File: src/logic/axi_mem_defs.svh
`ifndef AXI_MEM_DEFS_SVH
`define AXI_MEM_DEFS_SVH

////////////////////
// Bus widths
////////////////////

// Transaction id on AW, B, AR and R
`define AXI_ID_WIDTH 4

////////////////////
// Memory geometry
////////////////////

// Number of 32-bit words
`define MEM_DEPTH 1024
// log2 of MEM_DEPTH, word index taken from address bits 11:2
`define MEM_INDEX_BITS 10
// Loaded into every word at time zero
`define MEM_INIT_VALUE 32'h0000_0000

`endif

File: src/logic/axi_mem_pkg.sv
`include "axi_mem_defs.svh"

package axi_mem_pkg;

	// Word index into the RAM
	// Addresses past the depth wrap since only the low bits are kept
	typedef logic [`MEM_INDEX_BITS-1:0] mem_index_t;

	// One 32-bit memory word
	// Seen whole on the bus, lane by lane in the RAM
	typedef union packed {
		logic [31:0]     word;
		// Lane 0 is the lowest byte
		logic [3:0][7:0] lanes;
	} axi_word_u;

endpackage

File: src/logic/mem_wr_if.sv
`timescale 1ns/1ps

// Internal byte-lane write port, one beat per en strobe
interface mem_wr_if
	import axi_mem_pkg::*;
();
	logic       en;
	mem_index_t index;
	logic [3:0] strb;
	axi_word_u  data;

	// Write engine side
	modport wr_master (
		output en, index, strb, data
	);

	// RAM side
	modport wr_slave (
		input en, index, strb, data
	);
endinterface

File: src/logic/axi_write_engine.sv
`timescale 1ns/1ps
`include "axi_mem_defs.svh"

module axi_write_engine
	import axi_mem_pkg::*;
(
	input  logic                     s_axi_aclk,
	input  logic                     s_axi_aresetn,
	// Write address
	input  logic [`AXI_ID_WIDTH-1:0] awid,
	input  logic [31:0]              awaddr,
	input  logic                     awvalid,
	output logic                     awready,
	// Write data
	input  axi_word_u                wdata,
	input  logic [3:0]               wstrb,
	input  logic                     wlast,
	input  logic                     wvalid,
	output logic                     wready,
	// Write response
	output logic [`AXI_ID_WIDTH-1:0] bid,
	output logic                     bvalid,
	input  logic                     bready,
	// To the RAM
	mem_wr_if.wr_master              mem
);

	logic                     aw_fire;
	logic                     w_fire;
	logic                     b_fire;
	logic [`AXI_ID_WIDTH-1:0] wr_id;
	mem_index_t               wr_index;

	assign aw_fire = awvalid && awready;
	assign w_fire  = wvalid && wready;
	assign b_fire  = bvalid && bready;

	////////////////////
	// Phase control
	////////////////////

	// Idle while awready, data while wready, respond while bvalid
	always_ff @(posedge s_axi_aclk or negedge s_axi_aresetn) begin
		if (!s_axi_aresetn) begin
			awready <= 1'b1;
			wready  <= 1'b0;
			bvalid  <= 1'b0;
		end else begin
			if (aw_fire) begin
				awready <= 1'b0;
			end else if (b_fire) begin
				awready <= 1'b1;
			end

			// Burst length comes from wlast only
			if (aw_fire) begin
				wready <= 1'b1;
			end else if (w_fire && wlast) begin
				wready <= 1'b0;
			end

			if (w_fire && wlast) begin
				bvalid <= 1'b1;
			end else if (b_fire) begin
				bvalid <= 1'b0;
			end
		end
	end

	////////////////////
	// Burst address and id
	////////////////////

	always_ff @(posedge s_axi_aclk) begin
		if (aw_fire) begin
			wr_index <= awaddr[`MEM_INDEX_BITS+1:2];
			wr_id    <= awid;
		end else if (w_fire) begin
			// INCR with a 4-byte step
			wr_index <= wr_index + 1'b1;
		end
	end

	assign bid = wr_id;

	// Every accepted beat hits the RAM at the same edge
	assign mem.en    = w_fire;
	assign mem.index = wr_index;
	assign mem.strb  = wstrb;
	assign mem.data  = wdata;

endmodule

File: src/flat_wrapper.sv
// flat-port wrapper written by rule: the top's interface ports become plain ports
module axi_write_engine_flat import axi_mem_pkg::*;
  (s_axi_aclk, s_axi_aresetn, awid, awaddr, awvalid, awready, wdata, wstrb, wlast, wvalid, wready, bid, bvalid, bready, mem_en, mem_index, mem_strb, mem_data);
  mem_wr_if mem_i ();
  input  logic s_axi_aclk;
  input  logic s_axi_aresetn;
  input  logic [`AXI_ID_WIDTH-1:0] awid;
  input  logic [31:0] awaddr;
  input  logic awvalid;
  output logic awready;
  input  axi_word_u wdata;
  input  logic [3:0] wstrb;
  input  logic wlast;
  input  logic wvalid;
  output logic wready;
  output logic [`AXI_ID_WIDTH-1:0] bid;
  output logic bvalid;
  input  logic bready;
  output wire logic [$bits(mem_i.en)-1:0] mem_en;
  output wire logic [$bits(mem_i.index)-1:0] mem_index;
  output wire logic [$bits(mem_i.strb)-1:0] mem_strb;
  output wire logic [$bits(mem_i.data)-1:0] mem_data;
  assign mem_en = mem_i.en;
  assign mem_index = mem_i.index;
  assign mem_strb = mem_i.strb;
  assign mem_data = mem_i.data;
  axi_write_engine u_core (.s_axi_aclk(s_axi_aclk), .s_axi_aresetn(s_axi_aresetn), .awid(awid), .awaddr(awaddr), .awvalid(awvalid), .awready(awready), .wdata(wdata), .wstrb(wstrb), .wlast(wlast), .wvalid(wvalid), .wready(wready), .bid(bid), .bvalid(bvalid), .bready(bready), .mem(mem_i));
endmodule
File: config.mk
export PLATFORM = sky130hd
export DESIGN_NAME = axi_write_engine_flat
export DESIGN_NICKNAME = d
export VERILOG_FILES = /design/src/logic/axi_mem_pkg.sv /design/src/logic/mem_wr_if.sv /design/src/logic/axi_write_engine.sv /design/src/flat_wrapper.sv
export VERILOG_INCLUDE_DIRS = /design/src /design/src/logic
export SDC_FILE = /design/constraint.sdc
export NUM_CORES = 1
export LEC_CHECK = 0
export ABC_AREA = 1
export BUFFER_PORTS_ARGS = -buffer_cell sky130_fd_sc_hd__buf_4
export CAP_MARGIN = 20
export CORE_MARGIN = 1.5
export CORE_UTILIZATION = 36
export CTS_CLUSTER_DIAMETER = 40
export DETAILED_ROUTE_END_ITERATION = 7
export GPL_TIMING_DRIVEN = 0
export HOLD_SLACK_MARGIN = 0.08
export PLACE_DENSITY = 0.86
export SLEW_MARGIN = 5
export SYNTH_ARGS = -nofsm -noshare
export SYNTH_HDL_FRONTEND = slang
export SYNTH_SLANG_ARGS = --single-unit
File: constraint.sdc
create_clock -name s_axi_aclk -period 2.4 [get_ports s_axi_aclk]
set_input_delay 0.24 -clock s_axi_aclk [delete_from_list [all_inputs] [get_ports s_axi_aclk]]
set_output_delay 0.24 -clock s_axi_aclk [all_outputs]
set_load 0.01 [all_outputs]
# == Word level (Yosys, flattened, before mapping) ==
# Index checks and enable logic that the tools add are counted.
# word_totals
register_bits,17
latch_bits,0
mem_bits_rw,0
mem_bits_ro,0
input_bits,78
output_inout_bits,54
word_cells,22
memories,0
# op_classes
addsub,1
multipliers,0
div_mod_pow,0
order_cmp,0
eq_ne,0
shift,0
n_mux,8
bitwise,0
n_reduce_logical,8
# ops
op,count
10-bit 2-to-1 mux,2
10-bit by 1-bit adder with 10-bit output (second input constant),1
2-bit nonzero test,4
1-bit 2-to-1 mux,6
1-bit logical AND,4

# == Longest topological paths before layout ==
# logic_depth
word_depth,4
ltp_mapped,6
depth_no_buf,6

# == Worst setup path after synthesis ==
# OpenSTA, ideal clock, no wires.
# synth_timing
path_type,register to register
startpoint,reg u_core.awready
endpoint,reg u_core.wr_index[0] (netlist: u_core.mem.index[0]) (enable)
setup_ns,0.340
arrival_time_ns,1.007
required_ns,2.060
path_slack_ns,1.053
path_stages_with_launch,4
n_path_buf,1
period_less_slack_ns,1.347
path_cell_list,dfstp_2 nand2_1 clkbuf_8 nand2_1
# synth_between
elab_chain_cells,2
# synth_rtl
item,line_no,text
from (decl),axi_write_engine.sv:13,"output logic awready,"
from (signal assigned),axi_write_engine.sv:45,awready <= 1'b1;
from (signal assigned),axi_write_engine.sv:50,awready <= 1'b0;
from (signal assigned),axi_write_engine.sv:52,awready <= 1'b1;
1-bit logical AND,axi_write_engine.sv:34,assign aw_fire = awvalid && awready;
2-bit nonzero test (no line),-,
to (signal assigned),axi_write_engine.sv:76,wr_index <= awaddr[`MEM_INDEX_BITS+1:2];
to (signal assigned),axi_write_engine.sv:80,wr_index <= wr_index + 1'b1;
to (decl),axi_write_engine.sv:32,mem_index_t wr_index;
# No other way between the ends.
# A chain may end at the register's enable or synchronous reset.

# == Worst setup path after layout ==
# layout_timing
startpoint,reg u_core.awready
endpoint,reg u_core.wr_index[9] (netlist: u_core.mem.index[9]) (enable)
# The elaborated chain is that of the path after synthesis.

==> metrics.md <==
| Metric | Value |
|---|---|
| Clk sinks | 17 |
| Post-synth net total | 209 |
| Final WL | 2570 um |
| Final slew viol count | 0 |
| Max Freq | 0.685 GHz |
| Fin crit share | 60.8% |
| GRT overflow | 0 |
| Worst hold path type | input pin to flip-flop |
| Routability cong. | 0.746 |
| Nets | 288 |
| Met2 usage | 25.7% |
| Post-route ant nets | 0 |
| PortBufs | 73 |
| Reg2reg start | u_core.awready$_DFFE_PN1P_ |
| First drt pass iteration count | 4 |
| Post-synthesis instance total | 130 |
| Number of CTS-inserted buffers | 3 |
| Hold Startpoint | awid[0] |
| H-Tree Depth | 1 |
| Final core utilization | 58.6% |
| Yosys warnings | 0 |
| Power Density | 841 nW/um^2 |
| Setup WS pre-CTS | 944 ps |
| Initial antenna violation count | 0 |
| Cell Rows | 20 |
| Root Buffer Master | clkbuf_4 |
| Register area share after synthesis | 43.8% |
| Layout cells sized above 1 | 57.2% |
| VDD IR max | 0.528 mV |
| FF-to-FF setup slack | 940 ps |
| Data arrival, critical path | 1410 ps |
| Worst hold endpoint | u_core.bid[0]$_DFFE_PP_ |
| Setup violators final | 0 |
| Worst-margin pin slew | 417 ps |
| Top delay family on crit path | flip-flops |
| #FFs+latches synth | 17 |
| Min Clock Period, post-route | 1460 ps |
| Dpl cell area | 1740 um^2 |
| Status | complete, no violations |
| CTS tree | yes |
| Area grow syn2layout | 56.3% |
| Register area | 497 um^2 |
| Vias per std cell | 4.20 |
| R2r worst-path depth | 3 |
| Met1 Use GR | 14.7% |
| Worst rel slew slack | 72.1% |
| Reg-to-reg endpoint | u_core.mem.index[9]$_DFFE_PP_ |
| WP data required | 2350 ps |
| First-pass GRT wire length | 3680 um |
| Cell mode on critical path | nand2_1 |
| DR WL/cell | 10.2 um |
| CTS max path bufs | 2 |
| Mapped Area | 1130 um^2 |
| Worst path slowest cell | dfstp_2 |
| Leading area contributor after synthesis | edfxtp_1 |
| Remaining DRCs | 0 |
| Initial Util | 37.5% |
| Die extent in x | 59.1 um |
| CP Class | flip-flop to flip-flop |
| Synth unique cells | 20 |
| FILL cells | 295 |
| Die H | 59.1 um |
| Syn Area/Cell | 8.73 um^2 |
| M3 GR Usage | 3.49% |
| CP Cell Sequence | nand2_1 > clkbuf_8 > nand2_1 |
| GR peak layer | met2 |
| Final instance area | 1770 um^2 |
| Commonest non-fill, non-tap cell in the layout | buf_4 |
| Final worst slack | 941 ps |
| Largest net degree at the start of global routing | 14 |
| Gr usage total | 14.0% |
| Diodes inserted | 0 |
| Hold Fails Final Rpt | 0 |
| P_leak | 0.935 nW |
| Vias in the first global route | 914 |
| Worst path buffer plus inverter count | 1 |
| CP Launch Type | flip-flop |
| Synth area leaders | edfxtp_1, buf_4, nand2_1, dfrtp_1, nand3_1 |
| Worst-path maximum fanout | 10 |
| IO Count | 132 |
| Most frequent cells in the layout | buf_4, nand2_1, edfxtp_1, inv_1, nand3_1 |
| Max-cap check violation count | 0 |
| Area of the multi-input gates | 308 um^2 |
| Core ar. | 3030 um^2 |
| Clock skew | 4.39 ps |
| Clock transition at path regs | 100 ps |
| Setup crit end kind | flip-flop |
| Vias after detailed routing | 1058 |
| Unrepaired setup endpoints after global routing | no |
| Yosys top cell area share | 37.0% |
| Worst hold path stage count | 1 |
| Worst-Skew Late Latency | 280 ps |
| Worst path max stage delay | 550 ps |
| Post-DP HPWL | 2110 um |
| Drt first-iter violations | 20 |
| Die area | 3500 um^2 |
| Setup Total Neg Slack | 0 ps |
[final cells by class]
| cell class | instances | area share, % |
|---|---|---|
| Inverter | 11 | 2.33 |
| Clock buffer | 4 | 1.48 |
| Tap cell | 44 | 3.10 |
| Multi-Input combinational cell | 64 | 17.3 |
| Buffer | 38 | 16.3 |
| Sequential cell | 17 | 28.0 |
| Timing Repair Buffer | 74 | 31.5 |
[routing by layer]
metal	vias to the layer above	routed length [um]
met5	-	0
met4	0	17
met3	2	243
met2	55	1390
met1	468	919
li1	533	-
[timing repair]
| action | CTS | global route |
|---|---|---|
| gates resized for setup | 0 | 0 |
| hold endpoints to repair | 3 | 0 |
| setup buffers | 0 | 0 |
| hold buffers | 1 | 0 |
[cells by family (layout without fill, tap and decap cells)]
| kind of cell | Yosys count | count (layout) | share of synthesized area (%) |
|---|---|---|---|
| AOI/OAI and AO/OA | 9 | 9 | 4.63 |
| xor gates and xnor gates | 2 | 2 | 1.54 |
| adders and majority gates | 1 | 1 | 1.10 |
| buffers and inverters | 49 | 127 | 29.1 |
| DFF | 17 | 17 | 43.8 |
| and+or+nand+nor | 52 | 52 | 19.8 |
[how the worst max path moves through the flow]
stage / from / end / slack, ps / cells after the start
6_report: u_core.awready$_DFFE_PN1P_ / u_core.mem.index[9]$_DFFE_PP_ / 940 / 3
5_1_grt: u_core.awready$_DFFE_PN1P_ / u_core.mem.index[7]$_DFFE_PP_ / 860 / 3
4_1_cts: u_core.awready$_DFFE_PN1P_ / u_core.mem.index[1]$_DFFE_PP_ / 930 / 3
3_5_place_dp: u_core.awready$_DFFE_PN1P_ / u_core.mem.index[1]$_DFFE_PP_ / 940 / 3
3_3_place_gp: u_core.awready$_DFFE_PN1P_ / u_core.mem.index[1]$_DFFE_PP_ / 960 / 3
2_1_floorplan: u_core.awready$_DFFE_PN1P_ / u_core.mem.index[0]$_DFFE_PP_ / 1050 / 3
[worst reg2reg max path: cells and delay by family (launching register included)]
family / cells / cell delay (ps)
flip-flops: 1 / 550
AND/OR/NAND/NOR: 2 / 400
buffers and inverters: 1 / 170
[sequential cells by signal, indices dropped and copies added, names as in the netlist]
name and cells:
u_core.mem.index 10, u_core.awready 1, u_core.bvalid 1, u_core.wready 1, u_core.bid 4
[Yosys cell counts]
| library cell | instances |
|---|---|
| nand2_2 | 1 |
| nor2_4 | 1 |
| nand2_1 | 36 |
| ha_1 | 1 |
| nor2_1 | 3 |
| dfstp_2 | 1 |
| o21ai_0 | 5 |
| inv_2 | 1 |
| nand3_2 | 1 |
| clkbuf_8 | 1 |
| buf_2 | 1 |
| o21ai_1 | 1 |
| dfrtp_1 | 2 |
| o21bai_1 | 3 |
| edfxtp_1 | 14 |
| buf_4 | 36 |
| nand4_1 | 1 |
| inv_1 | 10 |
| nand3_1 | 9 |
| xor2_1 | 2 |
[per-stage QoR]
stage / power, mW / std cells / hold WS [ps]
2_1_floorplan: 1.01 / 130 / -55.6
3_3_place_gp: 1.32 / 247 / 29.5
3_5_place_dp: 1.34 / 247 / 29.5
4_1_cts: 1.50 / 252 / 116
5_1_grt: 1.60 / 252 / 95.5
6_report: 1.49 / 252 / 128
[report_power, final]
part | switching, mW | total, mW | internal [mW] | leakage, nW
clock network | 0.0876 | 0.152 | 0.0645 | 0.0150
logic | 0.362 | 0.720 | 0.357 | 0.751
registers | 0.121 | 0.620 | 0.500 | 0.169
Note: power is estimated with default switching activity, not from simulation.
